File: src/soc_pkg.sv
// System fabric shared definitions
`default_nettype none

package soc_pkg;

	localparam int GPIO_COUNT    = 16;
	localparam int INT_SRC_COUNT = 2;
	localparam int INT_SRC_GPIO  = 0;
	localparam int INT_SRC_EXT   = 1;

	// bits 15..12 pick the target, upper bits are don't care
	localparam int REGION_LSB = 12;
	localparam int REGION_MSB = 15;

	typedef logic [31:0]                data_t;
	typedef logic [31:0]                addr_t;
	typedef logic [3:0]                 sel_t;
	typedef logic [GPIO_COUNT-1:0]      gpio_t;
	typedef logic [INT_SRC_COUNT-1:0]   irq_vec_t;
	typedef logic [7:0]                 dev_id_t;
	typedef logic [REGION_LSB-3:0]      word_idx_t; // word offset inside a region

	localparam dev_id_t ID_RAM   = 8'd1;
	localparam dev_id_t ID_TABLE = 8'd7;
	localparam dev_id_t ID_GPIO  = 8'd6;
	localparam dev_id_t ID_INTC  = 8'd3;

	typedef struct packed {
		logic  cyc;
		logic  stb;
		logic  we;
		addr_t adr;
		data_t dat;
		sel_t  sel;
	} wb_req_t;

	typedef struct packed {
		logic  ack;
		data_t dat;
	} wb_rsp_t;

	typedef enum logic [2:0] {
		DEV_RAM,
		DEV_TABLE,
		DEV_GPIO,
		DEV_INTC,
		DEV_INVALID
	} dev_sel_t;

	function automatic dev_sel_t decode_dev(addr_t adr);
		case (adr[REGION_MSB:REGION_LSB])
			4'd0:    return DEV_RAM;
			4'd1:    return DEV_TABLE;
			4'd2:    return DEV_GPIO;
			4'd3:    return DEV_INTC;
			default: return DEV_INVALID;
		endcase
	endfunction

endpackage

`default_nettype wire

File: src/int_ctrl.sv
// Interrupt pending and enable registers
`timescale 1ns/1ns
`default_nettype none

module int_ctrl (
	input  wire  clk100mhz,
	input  wire  rst_p,
	input  wire  soc_pkg::wb_req_t req_i,
	output soc_pkg::wb_rsp_t rsp_o,
	input  wire  soc_pkg::irq_vec_t src_i,
	output logic irq_o
);

	import soc_pkg::*;

	word_idx_t idx;
	logic      acc;
	logic      ack_q;
	irq_vec_t  src_q;
	irq_vec_t  rise;
	irq_vec_t  clr;
	irq_vec_t  pend_q;
	irq_vec_t  en_q;
	data_t     dat_q;

	assign idx  = req_i.adr[REGION_LSB-1:2];
	assign acc  = req_i.cyc & req_i.stb & !ack_q;
	assign rise = src_i & ~src_q;
	assign clr  = (acc && req_i.we && req_i.sel[0] && idx == word_idx_t'(0)) ?
		req_i.dat[INT_SRC_COUNT-1:0] : '0; // write 1 to clear

	always_ff @(posedge clk100mhz) begin
		src_q <= src_i;
	end

	always_ff @(posedge clk100mhz) begin
		if (rst_p) begin
			ack_q  <= 1'b0;
			pend_q <= '0;
			en_q   <= '0;
		end else begin
			ack_q  <= acc;
			pend_q <= (pend_q & ~clr) | rise; // new edge wins over clear
			if (acc && req_i.we && req_i.sel[0] && idx == word_idx_t'(1))
				en_q <= req_i.dat[INT_SRC_COUNT-1:0];
		end
	end

	always_ff @(posedge clk100mhz) begin
		if (acc) begin
			case (idx)
				word_idx_t'(0): dat_q <= data_t'(pend_q);
				word_idx_t'(1): dat_q <= data_t'(en_q);
				default:        dat_q <= '0;
			endcase
		end
	end

	assign irq_o = |(pend_q & en_q);
	assign rsp_o = '{ack: ack_q, dat: dat_q};

endmodule

`default_nettype wire

File: config.mk
export PLATFORM = sky130hd
export DESIGN_NAME = int_ctrl
export DESIGN_NICKNAME = d
export VERILOG_FILES = /design/src/soc_pkg.sv /design/src/int_ctrl.sv
export SDC_FILE = /design/constraint.sdc
export NUM_CORES = 1
export LEC_CHECK = 0
export ABC_AREA = 1
export BUFFER_PORTS_ARGS = -buffer_cell sky130_fd_sc_hd__buf_2
export CAP_MARGIN = 20
export CORE_ASPECT_RATIO = 0.6
export CORE_MARGIN = 2
export CORE_UTILIZATION = 27
export CTS_CLUSTER_DIAMETER = 200
export CTS_CLUSTER_SIZE = 12
export DETAILED_ROUTE_END_ITERATION = 8
export GPL_ROUTABILITY_DRIVEN = 0
export PLACE_DENSITY = 0.89
export SLEW_MARGIN = 5
export SYNTH_ARGS = -nofsm -noshare
export SYNTH_HDL_FRONTEND = slang
export SYNTH_SLANG_ARGS = --single-unit
File: constraint.sdc
create_clock -name clk100mhz -period 1.1 [get_ports clk100mhz]
set_input_delay 0.055 -clock clk100mhz [delete_from_list [all_inputs] [get_ports clk100mhz]]
set_output_delay 0.055 -clock clk100mhz [all_outputs]
set_load 0.01 [all_outputs]
==> metrics.md <==
| Metric | Value |
|---|---|
| Run status | `completed` |
| Most frequent cell after synthesis | `buf_4` |
| Sw power | `a little over 0.0002 W` |
| Mapped cell area | `652 sq um` |
| Synth unique cells | `14` |
| Mapped Cells | `85` |
| Mapped Avg Cell Area | `between 7 and 8 sq um` |
| Fin area | `around 760 sq um` |
| Sw Share | `0.243` |
| Global route total overflow | `0` |
| CP required | `1260 ps` |
| Area contributors post-synth | `buf_4 (36%), dfxtp_1 (21%), edfxtp_1 (9.2%)` |
| CTS sink count | `9` |
| Minimum clock period | `approximately 1000 ps` |
| Final Power | `between 0.0008 and 0.0009 W` |
| Ys async rst share | `0` |
| Int Pwr | `approximately 0.00065 W` |
| Synth top area share | `0.357` |
| Setup CP Type | `reg -> reg` |
| Synth area leader | `buf_4` |
| I/O pin cnt | `109` |
| Clock Skews | `1.40 ps` |
| Avg WL per Cell | `6.89 um` |
| Input/output buffers | `23` |
| Die area | `2840 sq um` |
| Sequence of cells on the critical path | `inv_2 > nand3_4 > nor2_4 > nand4_4 > nand2_1 > nand2_1 > nor2_1` |
| Detailed-route via count | `486` |
| CTS Buffer Depth | `2` |
| Placed cell area | `slightly below 700 sq um` |
| Detailed Place HPWL | `877 um` |
| Remaining antenna violation count | `0` |
| Vias in the first global route | `430` |
| Data arrival time of the critical path | `1140 ps` |
| Sequential share of power | `0.417` |
| Max IR drop VDD | `about 440 uV` |
| CP Max Fanout | `4` |
| Max cap viols | `0` |
| Layout overhead on the synthesized area | `16.7%` |
| Initial antenna violation count | `0` |
| Clock insertion delay at the later pin of the skew report | `220 ps` |
| CTS HTree Levels | `1` |
| Clock power frac | `0.428` |
| Final Hold Vio Count | `0` |
| Number of flops mapped to enable cells by yosys | `2` |
| Synth cell count leaders | `buf_4 (31), nand2_1 (12), nor2_1 (10)` |
| Max Slew Vio Count | `0` |
| Setup TNS | `0 ps` |
| Postcts setup bufs | `0` |
| Core area | `2230 sq um` |
| Largest net degree at the start of global routing | `6` |
| Fmax | `a little over 1000 MHz` |
| ANT cells | `0` |
| Final setup violation count | `0` |
| Via density | `roughly 3.4` |
| Die span in y | `42.1 um` |
| Seq/Total Area, Yosys | `0.307` |
| Drt total wl | `978 um` |
| Comb power frac | `0.155` |
| Worst Setup Start Kind | `register` |
| Fin cells | `142` |
| Share of layout cells above drive strength 1 | `0.304` |
| Core Rows | `13` |
| Most used cell, CP | `nand2_1` |
| DRC errors left | `0` |
| Drt first pass iters | `2` |
| Synth Register Bits | `9` |
| Clk slew on worst S/H paths | `about 40 ps` |
| Layout Nets | `188` |
| Die W | `a little under 70 um` |
| Slowest cell on the critical path | `dfxtp_1` |
| Starting Density | `0.293` |
| Cells after DPL | `136` |
| Global-route wire length before repair | `between 1500 and 2000 um` |
| Crit end category | `register` |
| CP max stage delay | `310 ps` |
| Power density over the cells | `between 1000 and 1500 nW/um^2` |
| YS warnings | `0` |
| RSZ-0062 raised after global routing | `no` |
| Leak | `0.409 nW` |
| Tightest Hold Check Type | `in -> reg` |
| CTS tree | `built` |
| Crit share post-route | `0.883` |
| Top_reg_cell synth | `dfxtp_1` |
| DRT iter0 DRCs | `6` |
| Root Driver | `clkbuf_8` |
| GRT Util Overall | `0.0749` |
| # fillers | `254` |
| Num CTS Buffers | `3` |
final cells by class:
| type | instances | area [sq um] | area share |
|---|---|---|---|
| clock buffer | 4 | 45.0 | 0.0592 |
| inverter | 10 | 37.5 | 0.0493 |
| multi-input combinational | 64 | 305 | 0.401 |
| sequential | 9 | 200 | 0.263 |
| tap | 30 | 37.5 | 0.0493 |
| timing repair buffer | 25 | 135 | 0.178 |
through the flow:
stage	setup slack [ps]	util	hold WS [ps]
after global placement	59.1	0.305	174
after floorplan	144	-	82.7
after detailed placement	18.4	0.305	176
final	129	0.341	30.4
after CTS	9.60	0.335	24.5
after global routing	2.49	0.341	31.1
layout by cell type, fill, tap and decap left out, types with 2 or more instances in the layout:
cell,instances
a21oi_1,2
buf_2,23
clkbuf_8,3
conb_1,30
dfxtp_1,7
dlygate4sd3_1,2
edfxtp_1,2
inv_1,7
inv_2,3
nand2_1,12
nand4_1,2
nor2_1,9
nor2_4,2
o22ai_1,3
layer usage:
layer | track usage | share of wire
met3 | 0.0323 | 0.081
met1 | 0.0761 | 0.40
met5 | 0 | 0
met4 | 0.0367 | 0.013
met2 | 0.131 | 0.51
final timing paths:
kind	startpoint	to	slack [ps]	cells after the start
worst max-delay path	ack_q	en_q[0]	130	7
worst min-delay path	rst_p	pend_q[1]	30	2
worst max register to register	ack_q	en_q[0]	130	7
worst min register to register	pend_q[0]	pend_q[0]	460	2
power by group through the flow:
stage               Clock [W]  Sequential [W]  Combinational, W
floorplan                   0        0.000362          0.000155
global placement            0        0.000361          0.000117
detailed placement          0        0.000361          0.000119
CTS                  0.000377        0.000355          0.000125
global route         0.000403        0.000356          0.000151
finish               0.000365        0.000356          0.000132
worst max-delay path, delay by kind of cell, from the launching register on:
kind,cells,cell delay (ps)
DFF,1,310
buffers and inverters,1,60
and+or+nand+nor,6,540
registers in the layout, summed over array words and instances (netlist names):
register	flops
src_q	2
dat_q	2
pend_q	2
en_q	2
ack_q	1
what timing repair did:
item,CTS,global route
endpoints found under the setup margin,0,4
resized for setup,0,4
hold endpoints to repair,2,0
hold buffers,2,0
cell families after synthesis:
| group | Yosys count | synth area share |
|---|---|---|
| flip-flops | 9 | 0.307 |
| AO/OA/AOI/OAI | 5 | 0.0441 |
| buffers and inverters | 41 | 0.415 |
| other | 1 | 0.00575 |
| AND/OR/NAND/NOR | 29 | 0.228 |
Note: power is estimated with default switching activity, not from simulation.
