==> src/soc_pkg.sv <==
// System fabric shared definitions
`default_nettype none

package soc_pkg;

	localparam int GPIO_COUNT    = 16;
	localparam int INT_SRC_COUNT = 2;
	localparam int INT_SRC_GPIO  = 0;
	localparam int INT_SRC_EXT   = 1;

	// bits 15..12 pick the target, upper bits are don't care
	localparam int REGION_LSB = 12;
	localparam int REGION_MSB = 15;

	typedef logic [31:0]                data_t;
	typedef logic [31:0]                addr_t;
	typedef logic [3:0]                 sel_t;
	typedef logic [GPIO_COUNT-1:0]      gpio_t;
	typedef logic [INT_SRC_COUNT-1:0]   irq_vec_t;
	typedef logic [7:0]                 dev_id_t;
	typedef logic [REGION_LSB-3:0]      word_idx_t; // word offset inside a region

	localparam dev_id_t ID_RAM   = 8'd1;
	localparam dev_id_t ID_TABLE = 8'd7;
	localparam dev_id_t ID_GPIO  = 8'd6;
	localparam dev_id_t ID_INTC  = 8'd3;

	typedef struct packed {
		logic  cyc;
		logic  stb;
		logic  we;
		addr_t adr;
		data_t dat;
		sel_t  sel;
	} wb_req_t;

	typedef struct packed {
		logic  ack;
		data_t dat;
	} wb_rsp_t;

	typedef enum logic [2:0] {
		DEV_RAM,
		DEV_TABLE,
		DEV_GPIO,
		DEV_INTC,
		DEV_INVALID
	} dev_sel_t;

	function automatic dev_sel_t decode_dev(addr_t adr);
		case (adr[REGION_MSB:REGION_LSB])
			4'd0:    return DEV_RAM;
			4'd1:    return DEV_TABLE;
			4'd2:    return DEV_GPIO;
			4'd3:    return DEV_INTC;
			default: return DEV_INVALID;
		endcase
	endfunction

endpackage

`default_nettype wire

==> src/dev_table.sv <==
// Device descriptor table
`timescale 1ns/1ns
`default_nettype none

module dev_table (
	input  wire  clk100mhz,
	input  wire  rst_p,
	input  wire  soc_pkg::wb_req_t req_i,
	output soc_pkg::wb_rsp_t rsp_o,
	output logic warm_rst_req_o
);

	import soc_pkg::*;

	word_idx_t idx;
	logic      acc;
	logic      ack_q;
	data_t     rd_dat;
	data_t     dat_q;

	assign idx = req_i.adr[REGION_LSB-1:2];
	assign acc = req_i.cyc & req_i.stb & !ack_q;

	// id in 7:0, uses-interrupt flag in bit 8
	always_comb begin
		case (idx)
			word_idx_t'(0): rd_dat = {23'b0, 1'b0, ID_RAM};
			word_idx_t'(1): rd_dat = {23'b0, 1'b0, ID_TABLE};
			word_idx_t'(2): rd_dat = {23'b0, 1'b1, ID_GPIO};
			word_idx_t'(3): rd_dat = {23'b0, 1'b0, ID_INTC};
			default:        rd_dat = '0; // word 4 is write-only control
		endcase
	end

	always_ff @(posedge clk100mhz) begin
		if (rst_p) begin
			ack_q          <= 1'b0;
			warm_rst_req_o <= 1'b0;
		end else begin
			ack_q          <= acc;
			warm_rst_req_o <= acc & req_i.we & (idx == word_idx_t'(4)) &
				req_i.sel[0] & req_i.dat[0];
		end
	end

	always_ff @(posedge clk100mhz) begin
		if (acc)
			dat_q <= rd_dat;
	end

	assign rsp_o = '{ack: ack_q, dat: dat_q};

endmodule

`default_nettype wire

==> config.mk <==
export PLATFORM = sky130hd
export DESIGN_NAME = dev_table
export DESIGN_NICKNAME = d
export VERILOG_FILES = /design/src/soc_pkg.sv /design/src/dev_table.sv
export SDC_FILE = /design/constraint.sdc
export NUM_CORES = 1
export LEC_CHECK = 0
export ABC_CLOCK_PERIOD_IN_PS = 1000
export BUFFER_PORTS_ARGS = -buffer_cell sky130_fd_sc_hd__buf_2
export CORE_MARGIN = 4
export CORE_UTILIZATION = 23
export DETAILED_ROUTE_END_ITERATION = 12
export GPL_TIMING_DRIVEN = 0
export HOLD_SLACK_MARGIN = 0.06
export PLACE_DENSITY = 0.8
export SLEW_MARGIN = 20
export SYNTH_ARGS = -nofsm -noshare
export SYNTH_HDL_FRONTEND = slang
export SYNTH_SLANG_ARGS = --single-unit
==> constraint.sdc <==
create_clock -name clk100mhz -period 1 [get_ports clk100mhz]
set_input_delay 0.2 -clock clk100mhz [delete_from_list [all_inputs] [get_ports clk100mhz]]
set_output_delay 0.2 -clock clk100mhz [all_outputs]
set_load 0.01 [all_outputs]
==> results.toml, run 1 <==
[critical_path]
path_delay_family = "flip-flops"
crit_slowest_cell = "edfxtp_1"
worst_ep_arrival_time_ns = 0.74
r2r_end = "dat_q[1]"
slowest_delay_ns = 0.35
worstPathBufferInverterCount = 1
required_ns = 0.80
r2r_start = "ack_q"
end_kind = "output port"
reg2reg_setup_slack_ns = 0.07
crit_path_start = "dat_q[2]"
rr_worst_depth = 1
cp-start-kind = "flop"
crit_fanout = 1
crit_chain = "buf_2"
crit_type = "flop to output port"

[die]
start_util_pct = 24.3
die_w_um = 53.8
dieArea_um2 = 2890
die_y_um = 53.8
core_um2 = 1980
ioPinCount = 107
rows = 16

[timing]
layout_min_cycle_time_ns = 0.944
report.final.slew_viol_count = 0
finalSetupViolCount = 0
hold_viol = 0
fin_skew_ns = 0.00486
grt_setup_unrepaired = "no"
timing.final.crit_share_pct = 94.4
clock.fmax_ghz = 1.06
fin_setup_tns_ns = 0

[synthesis]
ys_async_sr_fraction_pct = 0
seq_area_frac_synth_pct = 33.2
synthTopCellsByCount = "buf_4 (29), edfxtp_1 (4), nor2_1 (4)"
synth_area_leader_cell = "buf_4"
synth_ff_type = "edfxtp_1"
synth.distinct_cells = 15
synth-seq-cells = 6
yosysMostFrequentCell = "buf_4"
ys.warnings.count = 0
yosys-top-cells-area = "buf_4 (45%), edfxtp_1 (25%), dfxtp_1 (8.3%)"
netlist_area_um2 = 482
synth-edff-count = 4
netlist_instances = 52
syn_avg_cell_area_um2 = 9.26
synth_top_area_share_pct = 45.2

[placed_design]
dp_hpwl_um = 834
placed_cell_area_um2 = 727
port_buffers = 22
routabilityCongestion = 0.560
dpl.cell_count = 128

[grt]
antenna_found_initial = 0
grt_usage_pct = 6.43
grt_pass1_wl_um = 1280
grt_pass1_vias = 377
grt_overflow = 0
grt_max_degree = 6

[detailed_routing]
drtAntennaViolNets = 0
drt-wirelength-per-cell_um = 7.05
drtPass1Iterations = 2
drt-initial-drc-count = 1
drcViolationCount = 0
wirelength_um = 924
vias_per_cell = 3.18
vias = 417

[clock_tree]
post-cts-setup-buffer-count = 0
h-tree-depth = 1
cts.path.max_buffers = 2
cts_tree = "done"
clock-root-buffer = "clkbuf_4"
clkTransAtPathRegs_ns = 0.05
cts_buffers = 3
ctsResizeCount = 2
cts_sinks = 6
clk_latency_ns = 0.25
ctsHoldBuffers = 0

[min_path]
hold_path.class = "primary input to flop"
worstHoldPathCells = 2
min_from = "rst_p"
holdPathEnd = "ack_q"

[run_status]
status = "finished, final reports clean"

[flow_run]
drv_cap = 0

[final_layout]
antenna_cells = 0
fin_util_pct = 38.0
area_growth_pct = 56.4
finalNonFillerCells = 131
design_area_um2 = 753
nets = 178
drive_gt1_share_pct = 54.8

[power_and_ir_drop]
power_density_nw_per_um2 = 955
p_leak_nw = 0.431
vdd_ir_drop_max_v = 0.000312
-- registers in the layout, indices dropped and copies added, names as in the netlist --
register,cells
ack_q,1
dat_q,4
warm_rst_req_o,1
-- placed cells by master, fill, tap and decap left out --
master,n
buf_4,28
clkbuf_4,3
conb_1,28
nor3_1,3
xnor2_1,1
clkbuf_1,1
nor4_2,1
buf_6,1
edfxtp_1,4
nor3b_2,1
and4_2,1
nand4_1,1
inv_1,1
dfxtp_1,1
dfxtp_2,1
a21oi_1,1
nand2_1,1
nand3b_1,1
nor2_1,4
buf_2,21
-- kinds of logic (layout without fill, tap and decap cells) --
kind of cell           Yosys count  after routing  share of synthesized area [%]
AO/OA/AOI/OAI                    1              1                           1.04
flip-flops                       6              6                           33.2
AND/OR/NAND/NOR                 13             13                           17.1
other                            1             28                          0.778
buffers and inverters           30             55                           46.0
XOR/XNOR                         1              1                           1.82
-- layer usage --
layer | vias up | wire length (um) | GRT usage [%]
met4 | 0 | 12 | 6.38
li1 | 217 | - | -
met3 | 2 | 202 | 3.05
met1 | 156 | 326 | 5.82
met5 | - | 0 | 0
met2 | 42 | 384 | 10.3
-- worst max-delay path by stage --
stage | end | slack (ns) | cells past startpoint
2_1_floorplan | dat_q[8] | 0.06 | 3
3_3_place_gp | dat_q[8] | -0.13 | 4
3_5_place_dp | dat_q[8] | -0.14 | 4
4_1_cts | rsp_o[32] | 0.008 | 2
5_1_grt | rsp_o[0] | 0.02 | 1
6_report | rsp_o[2] | 0.06 | 1
-- where the power goes --
part           switching [mW]  internal, mW  total [mW]
Clock                  0.0884         0.151       0.240
Combinational          0.0950         0.108       0.203
Sequential            0.00277         0.274       0.277
Total                   0.186         0.533       0.720
-- layout make-up --
class | instances | area [um2]
buffer | 28 | 210
multi-input combinational | 43 | 201
tap | 27 | 33.8
timing repair buffer | 22 | 116
sequential | 6 | 161
fill | 197 | 1230
inverter | 1 | 3.75
clock buffer | 4 | 26.3
-- stage by stage --
stage               hold slack [ns]  power [mW]  setup WS (ns)
finish                        0.118       0.720         0.0562
global route                  0.111       0.778         0.0222
global placement              0.376       0.475         -0.126
floorplan                     0.285       0.430         0.0631
CTS                           0.119       0.721        0.00825
detailed placement            0.381       0.478         -0.145
No activity file was read; power rests on OpenSTA's default activity.
==> inputs of run 2 (changes only) <==
CORE_ASPECT_RATIO = 1.5   (was unset)
==> results.toml, run 2 (synthesis gave the netlist of run 1 again) <==
[power_and_ir_drop]
power_density_nw_per_um2 = 968
vdd_ir_drop_max_v = 0.000255
p_leak_nw = 0.437
finalPower_uw = 730

[die]
core_um2 = 2000
start_util_pct = 24.1
rows = 20
ioPinCount = 107
die_w_um = 45.4
dieArea_um2 = 2910
die_y_um = 64.1

[detailed_routing]
vias = 445
drcViolationCount = 0
drtPass1Iterations = 2
wirelength_um = 1100
drtAntennaViolNets = 0
drt-initial-drc-count = 4
vias_per_cell = 3.50
drt-wirelength-per-cell_um = 8.62

[grt]
grt_max_degree = 6
antenna_found_initial = 0
grt_usage_pct = 7.59
grt_pass1_wl_um = 1570
grt_pass1_vias = 455
grt_overflow = 0

[flow_run]
drv_cap = 0

[timing]
clock.fmax_ghz = 1.00
timing.final.crit_share_pct = 99.7
layout_min_cycle_time_ns = 0.997
fin_skew_ns = 0.00421
finalSetupViolCount = 0
hold_viol = 0
grt_setup_unrepaired = "yes"
report.final.slew_viol_count = 0

[critical_path]
slowest_delay_ns = 0.32
crit_fanout = 3
end_kind = "output port"
required_ns = 0.80
cp-start-kind = "flop"
rr_worst_depth = 1
worst_ep_arrival_time_ns = 0.80
crit_chain = "buf_4 -> buf_6"
crit_slowest_cell = "dfxtp_2"
crit_type = "flop to output port"

[clock_tree]
clk_latency_ns = 0.25
ctsResizeCount = 2
cts.path.max_buffers = 2
cts_tree = "done"
h-tree-depth = 1
clock-root-buffer = "clkbuf_4"
clkTransAtPathRegs_ns = 0.04
ctsHoldBuffers = 0
cts_buffers = 3
cts_sinks = 6
post-cts-setup-buffer-count = 0

[min_path]
hold_path.class = "primary input to flop"
worstHoldPathCells = 2

[final_layout]
antenna_cells = 0
largest_registers = "dat_q: 4 flops, ack_q: 1 flops, warm_rst_req_o: 1 flops"
final_common_cell = "buf_4"
area_growth_pct = 56.6
layout_common_cells = "buf_4 (29), conb_1 (28), buf_2 (21)"
regMostFlops = "dat_q"
nets = 179
largest_reg_flops = 4
fin_util_pct = 37.7
n_fill_cell = 227
drive_gt1_share_pct = 55.2

[run_status]
status = "finished, final reports clean"

[placed_design]
routabilityCongestion = 0.772
port_buffers = 22
dp_hpwl_um = 991
## run 2: changes by cell type in the layout (fill, tap and decap cells not counted)
cell,previous run,this run
buf_4,28,29
## run 2: per-layer routing
metal	vias to the layer above	global-route usage [%]	wire length (um)
met5	-	0	0
met4	0	6.59	37
met3	5	2.25	237
met2	50	12.8	467
met1	171	6.87	353
li1	219	-	-
## run 2: through the flow
step / hold WS, ns / setup slack, ns / cell area, um2 / cells / TNS [ns]
after floorplan: 0.285 / 0.0631 / 583 / 79 / 0
after global placement: 0.380 / -0.101 / 721 / 123 / -0.243
after detailed placement: 0.385 / -0.128 / 721 / 123 / -0.352
after CTS: 0.120 / 0.000411 / 754 / 127 / 0
after global routing: 0.122 / -0.0165 / 754 / 127 / -0.0268
final: 0.118 / 0.00319 / 754 / 127 / 0
## run 2: final timing paths
kind	startpoint	endpoint	slack (ns)
min	rst_p	ack_q	0.12
min reg2reg	ack_q	ack_q	0.43
max	ack_q	rsp_o[32]	0.003
max reg2reg	ack_q	dat_q[1]	0.04
## run 2: final cells by class
class | instances | area (um2) | area share, %
plain buffers | 29 | 218 | 28.9
clock buffers | 4 | 26.3 | 3.48
inverters | 1 | 3.75 | 0.498
multi-input cells | 43 | 201 | 26.7
flip-flops and latches | 6 | 161 | 21.4
well taps | 22 | 27.5 | 3.65
repair buffers | 22 | 116 | 15.4
## run 2: critical path: cells and delay by family (launching register included)
family | cells | cell delay (ns)
buf+inv | 2 | 0.23
flops | 1 | 0.32
## run 2: power breakdown
group	total, mW	leakage (nW)	internal (mW)	switching, mW
logic	0.207	0.370	0.110	0.0972
registers	0.277	0.0517	0.274	0.00299
clock network	0.246	0.0150	0.152	0.0942
