### config.mk
export PLATFORM = sky130hd
export DESIGN_NAME = reset_seq
export DESIGN_NICKNAME = d
export VERILOG_FILES = /design/src/reset_seq.sv
export SDC_FILE = /design/constraint.sdc
export NUM_CORES = 1
export LEC_CHECK = 0
export BUFFER_PORTS_ARGS = -buffer_cell sky130_fd_sc_hd__buf_4
export CAP_MARGIN = 20
export CORE_AREA = 4 4 41 43
export DETAILED_ROUTE_END_ITERATION = 7
export DIE_AREA = 0 0 45 47
export GPL_ROUTABILITY_DRIVEN = 0
export GPL_TIMING_DRIVEN = 0
export HOLD_SLACK_MARGIN = 0.05
export MAX_ROUTING_LAYER = met4
export PLACE_DENSITY = 0.43
export SLEW_MARGIN = 20
export SYNTH_ARGS = -nofsm -noshare
export SYNTH_HDL_FRONTEND = slang
export SYNTH_SLANG_ARGS = --single-unit
### constraint.sdc
create_clock -name clk100mhz -period 1.7 [get_ports clk100mhz]
set_input_delay 0.34 -clock clk100mhz [delete_from_list [all_inputs] [get_ports clk100mhz]]
set_output_delay 0.34 -clock clk100mhz [all_outputs]
set_load 0.01 [all_outputs]
### src/reset_seq.sv
// Fabric reset sequencer
`timescale 1ns/1ns
`default_nettype none

module reset_seq #(
	parameter int unsigned RST_CYCLES = 16
) (
	input  wire  clk100mhz,
	input  wire  rst_p,
	input  wire  warm_rst_req_i,
	output logic sys_rst_o,
	output logic ready_o
);

	localparam int CNT_W = $clog2(RST_CYCLES + 1);

	logic [CNT_W-1:0] cnt_q;

	assign sys_rst_o = (cnt_q != '0);

	always_ff @(posedge clk100mhz) begin
		if (rst_p || warm_rst_req_i) begin
			cnt_q   <= CNT_W'(RST_CYCLES - 1); // reload, ready comes back after RST_CYCLES
			ready_o <= 1'b0;
		end else begin
			if (sys_rst_o)
				cnt_q <= cnt_q - 1'b1;
			ready_o <= !sys_rst_o;
		end
	end

endmodule

`default_nettype wire

==> results of run 1 <==
## cells by family (layout without fill, tap and decap cells)
| logic type | Yosys count | count (layout) | synth area share (%) |
|---|---|---|---|
| and+or+nand+nor | 13 | 13 | 25.4 |
| DFF | 6 | 6 | 38.7 |
| buffers and inverters | 4 | 17 | 7.26 |
| AOI/OAI and AO/OA | 3 | 3 | 9.27 |
| adders and majority gates | 2 | 2 | 8.06 |
| xor gates and xnor gates | 2 | 2 | 8.07 |
| muxes | 1 | 1 | 3.23 |
## metal layers
layer / global-route usage, % / up-vias / wire length (µm)
met4: 7.02 / 0 / 4
met1: 9.11 / 128 / 281
met2: 14.1 / 5 / 383
met3: 3.83 / 2 / 45
met5: - / - / 0
li1: - / 132 / -
## power groups by stage
stage	logic, mW	clock network (mW)	registers, mW
2_1_floorplan	0.00990	0	0.148
3_3_place_gp	0.0177	0	0.149
3_5_place_dp	0.0179	0	0.149
4_1_cts	0.0291	0.141	0.144
5_1_grt	0.0340	0.146	0.145
6_report	0.0313	0.136	0.145
## final cells by class
cell class / count / area (µm²)
fill: 147 / 850
clock buffer: 3 / 22.5
multi-input combinational: 21 / 180
inverter: 3 / 16.3
timing repair buffer: 11 / 86.3
sequential: 6 / 128
tap: 15 / 18.8
## final timing paths
path	slack (ps)	cells past startpoint	end	start
max	-20	4	sys_rst_o	cnt_q[0]
min	300	2	ready_o	rst_p
max reg2reg	200	6	cnt_q[1]	cnt_q[0]
min reg2reg	500	2	cnt_q[4]	cnt_q[4]
## critical path, stage by stage (launching register included)
cell and delay [ps]:
dfxtp_4 350, inv_4 60, ha_4 130, or4b_4 460, buf_6 140
## layout by cell type (no fill, tap or decap)
master / n
nor3_1: 1
xnor2_2: 1
inv_1: 1
nor2_1: 3
dfxtp_1: 4
o2111ai_1: 1
nand2_1: 6
nand3_1: 1
a31oi_2: 1
clkbuf_4: 3
mux2i_1: 1
buf_4: 10
dfxtp_4: 2
o31ai_1: 1
ha_4: 1
inv_4: 2
buf_6: 1
xor2_1: 1
or4b_4: 1
ha_1: 1
nor4_4: 1
## through the flow
| step | hold slack [ps] | setup WS, ps |
|---|---|---|
| finish | 297 | -19.0 |
| global route | 305 | -46.3 |
| CTS | 293 | -23.6 |
| detailed placement | 495 | -30.4 |
| global placement | 484 | -17.8 |
| floorplan | 417 | 168 |
## flip-flops by register name, summed over array words and instances, names as in the netlist
name     flops
ready_o      1
cnt_q        5
## what timing repair did
action | CTS | global route
setup endpoints to repair | 1 | 1
hold endpoints to repair | 0 | 0
resized for setup | 11 | 0
buffers inserted | 6 | 1
pin swaps | 1 | 1
==> results_dict.tcl, run 1 <==
set metrics [dict create \
    crit_arrival_ps 1380 \
    placed_cell_area_um2 359 \
    slew_headroom_pct 71.8 \
    worst-path-max-fanout 2 \
    cap_viol_max_count 0 \
    grt_max_degree 7 \
    synth_top_area_share_pct 38.7 \
    utilization_pct 34.7 \
    start_util_pct 23.8 \
    fin_crit_sh_pct 101 \
    htree_levels 1 \
    netlist_top_cells_area "dfxtp_1, ha_1, nand2_1" \
    antenna_found_initial 0 \
    p_seq_share_pct 46.3 \
    post-dp-hpwl_um 441 \
    num_rows 13 \
    cts.clk_slew.worst_paths_ps 40 \
    startpoint_type "flop" \
    first_global_vias 273 \
    ys_top_cells_by_count "dfxtp_1, nand2_1, inv_1, nor2_1, ha_1" \
    gr-total-overflow 0 \
    dp.cells 50 \
    drive_gt1_share_pct 52.3 \
    first_iter_violations 5 \
    hold_viol_final 0 \
    synth_nets 36 \
    hold_path_class "in -> reg" \
    port_buffers 4 \
    wl_per_cell_um 12.1 \
    routed_wl_um 714 \
    cts_made_buffers 3 \
    internal-power_uw 238 \
    ios 5 \
    n_antenna_cell 0 \
    pwr-share-clk_pct 43.7 \
    p_sw_share_pct 23.7 \
    finalWorstSetupSlack_ps -19.0 \
    vdd_drop_max_uv 221 \
    worstMarginPinSlew_ps 421 \
    firstDrtPassIters 4 \
    fin_skew_ps 6.73 \
    cts.sinks 6 \
    outcome "finished with violations" \
    synth-warning-count 0 \
    syn_area_um2 310 \
    p_comb_share_pct 10.0 \
    tns_ps -19.0 \
    p_leak_nw 0.196 \
    avgSynthCellArea_um2 10.0 \
    vias 267 \
    synth_top_cell_by_area "dfxtp_1" \
    die_h_um 47 \
    setup_viol 1 \
    power_uw 312 \
    cts_tree "done" \
    max_freq_ghz 0.582 \
    violations "negative setup slack" \
    die_width_um 45 \
    rsz0062_at_grt "yes" \
    ctsLongestPathBuffers 2 \
    worstSkewPairLatency_ps 250 \
    period_needed_ps 1720 \
    vias_per_cell 4.53 \
    cp-end-kind "primary output" \
    synth_cells 31 \
    required_ps 1360 \
    synth_seq_cells 6 \
    final_max_slew_viol_count 0 \
    ant_nets 0 \
    synth_ff_type "dfxtp_1" \
    core_um2 1300 \
    drc 0 \
    final_cells 59 \
    fin_nets 51 \
    holdBufCountCts 0 \
    power.density_nw_per_um2 691 \
    gr-usage-all-layers_pct 9.14 \
    ys_seq_area_share_pct 38.7 \
    clock-root-buffer "clkbuf_4" \
    dieArea_um2 2120 \
    yosysUniqueCellTypes 16 \
    synth_edf_count 0 \
    final_cell_area_um2 452 \
    synthArstFlopShare_pct 0 \
    area_growth_pct 45.6 \
    path_class "reg -> out" \
    switching_power_uw 73.9 \
    grt_pass1_wl_um 1260 \
]
(Power assumes the default switching activity.)
==> inputs of run 2 (changes only) <==
--- a/config.mk
+++ b/config.mk
@@ -5,16 +5,16 @@
 export SDC_FILE = /design/constraint.sdc
 export NUM_CORES = 1
 export LEC_CHECK = 0
-export BUFFER_PORTS_ARGS = -buffer_cell sky130_fd_sc_hd__buf_4
 export CAP_MARGIN = 20
 export CORE_AREA = 4 4 41 43
 export DETAILED_ROUTE_END_ITERATION = 7
 export DIE_AREA = 0 0 45 47
+export DONT_BUFFER_PORTS = 1
 export GPL_ROUTABILITY_DRIVEN = 0
 export GPL_TIMING_DRIVEN = 0
 export HOLD_SLACK_MARGIN = 0.05
 export MAX_ROUTING_LAYER = met4
-export PLACE_DENSITY = 0.43
+export PLACE_DENSITY = 0.39
 export SLEW_MARGIN = 20
 export SYNTH_ARGS = -nofsm -noshare
 export SYNTH_HDL_FRONTEND = slang
==> run 2 against run 1 <==
Effect of this change:
- the run still ends with negative setup slack left
- cell area shrank 4.2%
- wire length is 4.9% lower
- register-to-register slack better by 40 ps
- sequential share of layout area is 1.2 points higher
- sequential power hardly changed
- utilization down 1.4 points
- maximum frequency down 0.46%
- clock power decreased by 5%
- critical endpoint unchanged
- highest routed layer unchanged
==> results_dict.tcl, run 2 (same netlist as run 1, synthesis figures left out) <==
set metrics [dict create \
    r2r-start "cnt_q[1]" \
    r2r_slack_ps 240 \
    p_seq_share_pct 48.2 \
    holdBufCountCts 0 \
    worstMarginPinSlew_ps 388 \
    min_path_cells 1 \
    power.density_nw_per_um2 693 \
    startpoint_type "flop" \
    ant_nets 0 \
    crit_arrival_ps 1390 \
    gr-usage-all-layers_pct 7.50 \
    post-dp-hpwl_um 423 \
    hold_viol_final 0 \
    ios 5 \
    clock-root-buffer "clkbuf_4" \
    worst-path-max-fanout 6 \
    cts_tree "done" \
    p_leak_nw 0.183 \
    slew_headroom_pct 74.0 \
    grt_pass1_wl_um 1000 \
    r2r_end "cnt_q[1]" \
    tns_ps -26.9 \
    firstDrtPassIters 2 \
    required_ps 1360 \
    vdd_drop_max_uv 306 \
    internal-power_uw 236 \
    path_class "reg -> out" \
    fillerInstances 141 \
    max_freq_ghz 0.579 \
    hold_start "rst_p" \
    start_util_pct 23.8 \
    ctsLongestPathBuffers 2 \
    worstSkewPairLatency_ps 240 \
    final_max_slew_viol_count 0 \
    pwr-share-clk_pct 42.8 \
    critPathBufInv 2 \
    power_uw 300 \
    grt_max_degree 7 \
    cp_slowest_stage_delay_ps 460 \
    final_cell_area_um2 433 \
    layout.cells.most_common "buf_4" \
    hold_path_class "in -> reg" \
    first_iter_violations 5 \
    area_growth_pct 39.5 \
    outcome "finished with violations" \
    setup_viol 1 \
    n_antenna_cell 0 \
    fin_nets 48 \
    finalWorstSetupSlack_ps -26.9 \
    fin_skew_ps 3.61 \
    top_regs "cnt_q x5, ready_o x1" \
    core_um2 1300 \
    cts_made_buffers 3 \
    drive_gt1_share_pct 48.8 \
    die_h_um 47 \
    critPathSlowestCell "or4b_4" \
    rsz0062_at_grt "yes" \
    hold_end "ready_o" \
    largest_register_ffs 5 \
    switching_power_uw 63.8 \
    p_comb_share_pct 9.0 \
    placed_cell_area_um2 329 \
    cts.clk_slew.worst_paths_ps 40 \
    period_needed_ps 1730 \
    cts.sinks 6 \
    violations "negative setup slack" \
    vias 258 \
    crit_path_cell_trace "inv_4, ha_4, or4b_4, buf_8" \
    p_sw_share_pct 21.3 \
    htree_levels 1 \
    routed_wl_um 679 \
    drc 0 \
    r2r_cells 6 \
    antenna_found_initial 0 \
    dieArea_um2 2120 \
    dpl_worst_slack_ps 95.3 \
    fin_crit_sh_pct 102 \
    fin_hold_ws_ps 169 \
    final_cell_mix "buf_4, nand2_1, dfxtp_1" \
    die_width_um 45 \
    port_buffers 0 \
    cap_viol_max_count 0 \
    wl_per_cell_um 12.1 \
    first_global_vias 243 \
    cp-end-kind "primary output" \
    num_rows 13 \
    vias_per_cell 4.61 \
    cp_top_family "simple AND/OR/NAND/NOR gates" \
    regMostFlops "cnt_q" \
    gr-total-overflow 0 \
]
-- run 2: cell types whose count changed in the layout (fill, tap and decap cells not counted), sizes merged --
cell,delta
buf,-3
-- run 2: power groups by stage --
stage / clock [mW] / sequential (mW) / combinational (mW)
floorplan: 0 / 0.148 / 0.00990
global placement: 0 / 0.149 / 0.0120
detailed placement: 0 / 0.149 / 0.0120
CTS: 0.139 / 0.144 / 0.0229
global route: 0.145 / 0.144 / 0.0295
finish: 0.129 / 0.145 / 0.0269
-- run 2: metal layers --
metal	vias up	wire length [µm]	track usage (%)
met5	-	0	-
met4	0	24	3.51
met3	2	48	5.75
met2	8	335	11.9
met1	124	270	6.59
li1	124	-	-
-- run 2: final cells by class --
type / instances / area [µm²] / share of cell area [%]
multi-input combinational: 21 / 180 / 41.6
sequential: 6 / 128 / 29.5
timing repair buffer: 7 / 52.6 / 12.1
clock buffer: 3 / 22.5 / 5.20
tap: 15 / 18.8 / 4.34
inverter: 3 / 16.3 / 3.76
buffer: 1 / 15.0 / 3.47
-- run 2: worst reg2reg max path, stage by stage, from the launching register on --
cell     delay, ps
dfxtp_4        350
inv_4           60
ha_4           120
or4b_4         460
buf_8          160
nor4_4         130
a31oi_2         50
-- run 2: stage by stage --
stage,utilization [%],instances
global route,33.3,56
global placement,25.3,46
finish,33.3,56
detailed placement,25.3,46
CTS,32.1,54
floorplan,-,31
-- run 2: worst max-delay path by stage --
stage,startpoint,end,slack [ps],depth (start not counted)
after floorplan,cnt_q[0],sys_rst_o,170,4
after global placement,cnt_q[1],sys_rst_o,110,4
after detailed placement,cnt_q[1],sys_rst_o,100,4
after CTS,cnt_q[1],sys_rst_o,-40,4
after global routing,cnt_q[1],sys_rst_o,-70,4
final,cnt_q[1],sys_rst_o,-30,4
-- run 2: timing repair --
| item | in CTS | in global routing |
|---|---|---|
| pin swaps | 1 | 0 |
| setup endpoints to repair | 1 | 1 |
| setup buffers | 5 | 2 |
| resized for setup | 11 | 0 |
