## src/soc_pkg.sv

```systemverilog
// System fabric shared definitions
`default_nettype none

package soc_pkg;

	localparam int GPIO_COUNT    = 16;
	localparam int INT_SRC_COUNT = 2;
	localparam int INT_SRC_GPIO  = 0;
	localparam int INT_SRC_EXT   = 1;

	// bits 15..12 pick the target, upper bits are don't care
	localparam int REGION_LSB = 12;
	localparam int REGION_MSB = 15;

	typedef logic [31:0]                data_t;
	typedef logic [31:0]                addr_t;
	typedef logic [3:0]                 sel_t;
	typedef logic [GPIO_COUNT-1:0]      gpio_t;
	typedef logic [INT_SRC_COUNT-1:0]   irq_vec_t;
	typedef logic [7:0]                 dev_id_t;
	typedef logic [REGION_LSB-3:0]      word_idx_t; // word offset inside a region

	localparam dev_id_t ID_RAM   = 8'd1;
	localparam dev_id_t ID_TABLE = 8'd7;
	localparam dev_id_t ID_GPIO  = 8'd6;
	localparam dev_id_t ID_INTC  = 8'd3;

	typedef struct packed {
		logic  cyc;
		logic  stb;
		logic  we;
		addr_t adr;
		data_t dat;
		sel_t  sel;
	} wb_req_t;

	typedef struct packed {
		logic  ack;
		data_t dat;
	} wb_rsp_t;

	typedef enum logic [2:0] {
		DEV_RAM,
		DEV_TABLE,
		DEV_GPIO,
		DEV_INTC,
		DEV_INVALID
	} dev_sel_t;

	function automatic dev_sel_t decode_dev(addr_t adr);
		case (adr[REGION_MSB:REGION_LSB])
			4'd0:    return DEV_RAM;
			4'd1:    return DEV_TABLE;
			4'd2:    return DEV_GPIO;
			4'd3:    return DEV_INTC;
			default: return DEV_INVALID;
		endcase
	endfunction

endpackage

`default_nettype wire

```

## src/gpio_port.sv

```systemverilog
// GPIO port with change detect
`timescale 1ns/1ns
`default_nettype none

module gpio_port (
	input  wire  clk100mhz,
	input  wire  rst_p,
	input  wire  soc_pkg::wb_req_t req_i,
	output soc_pkg::wb_rsp_t rsp_o,
	input  wire  soc_pkg::gpio_t gpio_i,
	output soc_pkg::gpio_t gpio_o,
	output logic change_o
);

	import soc_pkg::*;

	word_idx_t idx;
	logic      acc;
	logic      ack_q;
	gpio_t     sync1_q;
	gpio_t     sync2_q;
	gpio_t     prev_q;
	data_t     dat_q;

	assign idx = req_i.adr[REGION_LSB-1:2];
	assign acc = req_i.cyc & req_i.stb & !ack_q;

	// two-stage input synchronizer
	always_ff @(posedge clk100mhz) begin
		sync1_q <= gpio_i;
		sync2_q <= sync1_q;
		prev_q  <= sync2_q;
	end

	always_ff @(posedge clk100mhz) begin
		if (rst_p) begin
			ack_q    <= 1'b0;
			change_o <= 1'b0;
			gpio_o   <= '0;
		end else begin
			ack_q    <= acc;
			change_o <= (sync2_q != prev_q);
			if (acc && req_i.we && idx == word_idx_t'(1)) begin
				for (int b = 0; b < GPIO_COUNT / 8; b++)
					if (req_i.sel[b])
						gpio_o[b*8 +: 8] <= req_i.dat[b*8 +: 8];
			end
		end
	end

	always_ff @(posedge clk100mhz) begin
		if (acc) begin
			case (idx)
				word_idx_t'(0): dat_q <= data_t'(sync2_q);
				word_idx_t'(1): dat_q <= data_t'(gpio_o);
				default:        dat_q <= '0;
			endcase
		end
	end

	assign rsp_o = '{ack: ack_q, dat: dat_q};

endmodule

`default_nettype wire

```

## config.mk

```make
export PLATFORM = sky130hd
export DESIGN_NAME = gpio_port
export DESIGN_NICKNAME = d
export VERILOG_FILES = /design/src/soc_pkg.sv /design/src/gpio_port.sv
export SDC_FILE = /design/constraint.sdc
export NUM_CORES = 1
export LEC_CHECK = 0
export BUFFER_PORTS_ARGS = -buffer_cell sky130_fd_sc_hd__buf_2
export CAP_MARGIN = 20
export CORE_ASPECT_RATIO = 0.6
export CORE_MARGIN = 10
export CORE_UTILIZATION = 47
export DETAILED_ROUTE_END_ITERATION = 10
export PLACE_DENSITY = 0.83
export RECOVER_POWER = 100
export SKIP_CTS_REPAIR_TIMING = 1
export SLEW_MARGIN = 20
export SYNTH_ARGS = -nofsm -noshare
export SYNTH_HDL_FRONTEND = slang
export SYNTH_SLANG_ARGS = --single-unit
```

## constraint.sdc

```tcl
create_clock -name clk100mhz -period 5.4 [get_ports clk100mhz]
set_input_delay 0.81 -clock clk100mhz [delete_from_list [all_inputs] [get_ports clk100mhz]]
set_output_delay 0.81 -clock clk100mhz [all_outputs]
set_load 0.005 [all_outputs]
```

==> results.md, run 1 <==
- Switch Pwr: 0.228 mW
- GR Overflow Total: 0
- Worst hold-check path type: reg2reg
- Failing checks: capacitance limit, slew limit
- Vias per inst: 4.70
- Final std cells w/o fill: 347
- Worst Setup EP: gpio_o[5]$_SDFFE_PP0P_
- Vias: 1632
- Distinct cells, synth: 22
- Critical Path End Type: flip-flop
- Setup WS post-layout: 1.74 ns
- Detailed Routing Iterations Pass 1: 4
- Fin. Hold Viols: 0
- Tcrit/Tclk final: 67.8%
- TritonCTS Sinks: 82
- Reg-to-reg setup timing slack: 2.34 ns
- Sequential power share: 59.3%
- Placed cell count: 331
- Final design area excluding fillers: 3170 um^2
- # DRC: 0
- Crit Path Max Fanout: 8
- Die Wd: 117 um
- Sw frac: 20.5%
- Antenna-violating nets left: 0
- Diode count: 0
- Largest net degree at the start of global routing: 19
- Initial antenna violation count: 0
- Max-slew headroom: -66.9%
- Clk buf depth: 2
- # rows: 21
- DR iter-0 viols: 40
- Ys Warns: 0
- Synth Cell Area: 2660 um^2
- WL/cell: 17.0 um
- Reg-to-reg startpoint: ack_q$_SDFF_PP0_
- Count of state elements after synthesis: 82
- Clock transition at path regs: 0.07 ns
- Yosys top cell by area: dfxtp_1
- Overall Global Routing Usage: 13.6%
- Pleak: 1.30 nW
- Vias in the first global route: 1827
- Starting Density: 48.1%
- P per Cell Area: 351 nW/um^2
- Maximum clock rate: 273 MHz
- Worst-Margin Slew: 2.48 ns
- Maximum VDD drop: 0.179 mV
- Worst-skew pair later-pin latency: 0.34 ns
- Synth top area cells: dfxtp_1 50%, edfxtp_1 18%, mux2i_1 6.0%
- Top cell type's share of synthesized area: 49.7%
- # setup viols final: 0
- DP Area: 3060 um^2
- Clock Root Buffer: clkbuf_8
- Min cycle time layout: 3.66 ns
- Max-Cap Viols: 3
- Area grow syn2layout: 19.4%
- Status: complete, but fails checks
- Fraction of layout cells with a size suffix above 1: 27.0%
- I/O Buffers: 82
- Core ar.: 5520 um^2
- Layout Nets: 362
- Worst R2R Path Depth: 4
- CTS tree: done
- H-Tree Level Count: 3
- Cells after Synth: 186
- Required time worst endpoint: 5.59 ns
- Ports: 139
- Sequential share of the synthesized area: 67.8%
- RSZ-0062 raised after global routing: false
- WS Path Type: in2reg
- Final Slew Violations: 35
- Post-Route WL: 5910 um
- Crit path launch: req_i[44]
- Avg Inst Size Synth: 14.3 um^2
- Die ar.: 9160 um^2
- Fin Clk Skew: 0.00674 ns
- Routability cong.: 0.738
- DP Worst Slack: 2.37 ns
- Startpoint types: input pin
- Sum Neg Setup Slack: 0 ns
- Combinational share of power: 4.2%
- Internal Power: 0.884 mW
- Worst Path Arrival: 3.85 ns
- Die Y: 78.2 um
- FF-to-FF End: gpio_o[5]$_SDFFE_PP0P_
- HPWL after detailed placement: 4450 um
- Clk pwr share: 36.5%
- First-pass GRT wire length: 9270 um
- TritonCTS buffer count: 9
-- worst max-delay path, stage by stage --
cell and delay, ns:
buf_2 0.09, or4_1 0.56, nor4_1 1.98, mux2i_1 0.35
nor2_1 0.06
-- metal layers --
| layer | part of all wire [%] | up-vias | global-route usage (%) |
|---|---|---|---|
| met2 | 46 | 64 | 21.2 |
| met5 | 0 | - | 0 |
| met1 | 42 | 764 | 14.4 |
| li1 | - | 798 | - |
| met3 | 11 | 6 | 9.64 |
| met4 | 0.95 | 0 | 3.81 |
-- placed cells by master, fill, tap and decap left out, drive strengths merged --
cell type / count
dfxtp: 66
edfxtp: 16
nor3: 1
buf: 59
nor4: 7
mux2i: 16
nor2: 17
clkinv: 2
clkbuf: 36
a41oi: 1
bufinv: 1
or3: 1
nand4b: 1
a22o: 16
or4: 1
xor2: 16
or2: 1
nor4b: 1
or4bb: 2
nand2: 1
conb: 16
-- power by group through the flow --
stage                     logic [mW]  registers (mW)  clock network [mW]
after floorplan               0.0279           0.672                   0
after global placement        0.0486           0.672                   0
after detailed placement      0.0501           0.674                   0
after CTS                     0.0503           0.660               0.417
after global routing          0.0534           0.662               0.447
final                         0.0472           0.659               0.405
-- cell usage after synthesis --
master    instances
dfxtp_1          66
buf_4            17
nor2_1           17
a22o_1           16
edfxtp_1         16
mux2i_1          16
xor2_1           16
nor4_1            4
nor4_4            3
clkbuf_1          2
or4bb_4           2
a41oi_1           1
buf_2             1
buf_6             1
conb_1            1
nand2_1           1
nand4b_1          1
nor3_1            1
nor4b_4           1
or2_4             1
or3_1             1
or4_4             1
-- final cells by class --
type | instances | area, um^2
Sequential cell | 82 | 1800
Tap cell | 69 | 86.3
Timing Repair Buffer | 82 | 382
Multi-Input combinational cell | 98 | 723
Fill cell | 475 | 2350
Clock buffer | 13 | 139
Clock inverter | 3 | 40.0
-- cells by family after synthesis --
group	count (synthesis)	synth area share (%)
flops	82	67.8
simple gates	33	9.42
buf+inv	21	5.70
compound gates	17	5.61
xor+xnor	16	5.28
mux	16	6.03
other cells	1	0.141
-- worst min-delay path by stage --
| stage | slack (ns) | endpoint | cells after the start | startpoint |
|---|---|---|---|---|
| final | 0.33 | sync2_q[1]$_DFF_P_ | 0 | sync1_q[1]$_DFF_P_ |
| after global routing | 0.34 | sync2_q[9]$_DFF_P_ | 0 | sync1_q[9]$_DFF_P_ |
| after CTS | 0.33 | sync2_q[2]$_DFF_P_ | 0 | sync1_q[2]$_DFF_P_ |
| after detailed placement | 0.31 | sync2_q[6]$_DFF_P_ | 0 | sync1_q[6]$_DFF_P_ |
| after global placement | 0.31 | sync2_q[5]$_DFF_P_ | 0 | sync1_q[5]$_DFF_P_ |
| after floorplan | 0.31 | sync2_q[0]$_DFF_P_ | 0 | sync1_q[0]$_DFF_P_ |
-- state kept, by name (all words and copies together), names as in the netlist --
signal	flops
sync1_q	16
ack_q	1
sync2_q	16
change_o	1
dat_q	16
prev_q	16
gpio_o	16
-- per-stage QoR --
stage | hold slack, ns | power [mW] | util, %
6_report | 0.329 | 1.11 | 57.5
5_1_grt | 0.339 | 1.16 | 57.5
4_1_cts | 0.329 | 1.13 | 58.7
3_5_place_dp | 0.312 | 0.724 | 55.5
3_3_place_gp | 0.310 | 0.721 | 55.5
2_1_floorplan | 0.310 | 0.700 | -
Note: power is estimated with default switching activity, not from simulation.
==> run 2: changes to the inputs <==
- CORE_UTILIZATION: 47 -> 44
- PLACE_DENSITY: 0.83 -> 0.78
- clock period: 5.4 -> 3.7 ns (I/O delays scaled with it)
==> run 2 against run 1 <==
Net effect: the flow now finishes without violations; wire length is essentially flat; via count is 3.0% lower; sequential power rose by 46%; clock power rose by 58%; critical path depth stayed put; hold slack worse by 0.029 ns; cell area up 1.6%; critical path type unchanged.
==> results.md, run 2 (same netlist as run 1, synthesis figures left out) <==
- WL/cell: 16.4 um
- Final std cells w/o fill: 361
- # rows: 21
- H-Tree Level Count: 3
- Clock Root Buffer: clkbuf_8
- Worst-Margin Slew: 1.37 ns
- Placed cell count: 345
- Pleak: 1.27 nW
- Vias in the first global route: 1732
- Final Slew Violations: 0
- Die Wd: 120 um
- First-pass GRT wire length: 9020 um
- Die ar.: 9650 um^2
- DR iter-0 viols: 58
- Commonest non-fill, non-tap cells in the layout: 66 x dfxtp_1, 48 x buf_2, 36 x clkbuf_1
- I/O Buffers: 82
- Detailed Routing Iterations Pass 1: 4
- Worst-skew pair later-pin latency: 0.35 ns
- Vias per inst: 4.39
- WS Path Type: in2reg
- Core ar.: 5700 um^2
- P per Cell Area: 518 nW/um^2
- Worst hold-check path type: in2reg
- Max-slew headroom: 7.79%
- Maximum VDD drop: 0.231 mV
- Status: complete, no violations
- Fillers: 518
- Commonest non-fill, non-tap cell in the layout: dfxtp_1
- Vias: 1583
- HPWL after detailed placement: 4350 um
- Tcrit/Tclk final: 70.0%
- Largest net degree at the start of global routing: 19
- Antenna-violating nets left: 0
- Starting Density: 46.6%
- Worst Path Arrival: 2.78 ns
- Area grow syn2layout: 21.3%
- Routability cong.: 0.763
- Startpoint types: input pin
- Min cycle time layout: 2.59 ns
- Ports: 139
- Layout Nets: 365
- Clk buf depth: 2
- Clock transition at path regs: 0.09 ns
- # setup viols final: 0
- GR Overflow Total: 0
- Max-Cap Viols: 0
- TritonCTS buffer count: 9
- Critical Path End Type: flip-flop
- Fin Clk Skew: 0.00947 ns
- TritonCTS Sinks: 82
- Crit Path Max Fanout: 8
- RSZ-0062 raised after global routing: false
- Sum Neg Setup Slack: 0 ns
- Required time worst endpoint: 3.89 ns
- Diode count: 0
- Post-Route Utilization: 56.5%
- Post-Route WL: 5910 um
- # DRC: 0
- CTS tree: done
- Initial antenna violation count: 0
- Maximum clock rate: 386 MHz
- Die Y: 80.2 um
- Fin. Hold Viols: 0
- Overall Global Routing Usage: 12.3%
- Fraction of layout cells with a size suffix above 1: 25.3%
-- run 2: cell count changes in the layout (fill, tap and decap cells not counted) --
| cell | previous run | this run |
|---|---|---|
| nor4_1 | 6 | 4 |
| inv_8 | 0 | 1 |
| buf_2 | 59 | 48 |
| clkbuf_1 | 27 | 36 |
| clkinvlp_4 | 0 | 2 |
| nor4_2 | 0 | 2 |
| clkinv_4 | 0 | 2 |
| clkinv_2 | 2 | 1 |
| buf_4 | 0 | 1 |
-- run 2: through the flow --
stage                     area (um^2)  hold WS (ns)  setup WS, ns  power [mW]
final                            3220         0.300          1.11        1.67
after global routing             3220         0.272         0.902        1.74
after CTS                        3300         0.279          1.53        1.69
after detailed placement         3090         0.312          1.14        1.06
after global placement           3090         0.311          1.20        1.05
after floorplan                  2710         0.310          1.52        1.02
-- run 2: metal layers --
layer | track usage [%] | up-vias | routed length, um
li1 | - | 807 | -
met1 | 13.9 | 708 | 2740
met4 | 4.68 | 0 | 44
met5 | 0 | - | 0
met3 | 7.61 | 5 | 601
met2 | 18.7 | 63 | 2530
-- run 2: worst paths after layout --
kind	startpoint	endpoint	slack (ns)	cells past startpoint
worst min register to register	sync1_q[13]$_DFF_P_	sync2_q[13]$_DFF_P_	0.33	0
worst max register to register	ack_q$_SDFF_PP0_	gpio_o[11]$_SDFFE_PP0P_	1.49	4
worst min-delay path	gpio_i[0]	sync1_q[0]$_DFF_P_	0.30	1
worst max-delay path	req_i[44]	gpio_o[11]$_SDFFE_PP0P_	1.11	5
-- run 2: area by class of cell --
class / count / area, um^2 / share of cell area (%)
well taps: 80 / 100 / 3.11
repair buffers: 85 / 383 / 11.9
clock buffers: 9 / 124 / 3.84
multi-input cells: 98 / 736 / 22.8
flip-flops and latches: 82 / 1800 / 55.9
clock inverters: 7 / 78.8 / 2.45
-- run 2: worst max-delay path, stage by stage --
cell and delay [ns]:
buf_2 0.09, or4_1 0.60, nor4_2 1.18, mux2i_1 0.30, nor2_1 0.06
-- run 2: report_power, final --
| group | total [mW] | switching, mW | leakage (nW) | internal [mW] |
|---|---|---|---|---|
| registers | 0.963 | 0.0171 | 0.691 | 0.945 |
| logic | 0.0688 | 0.0358 | 0.487 | 0.0330 |
| clock network | 0.639 | 0.322 | 0.0973 | 0.317 |
| total | 1.67 | 0.374 | 1.27 | 1.30 |
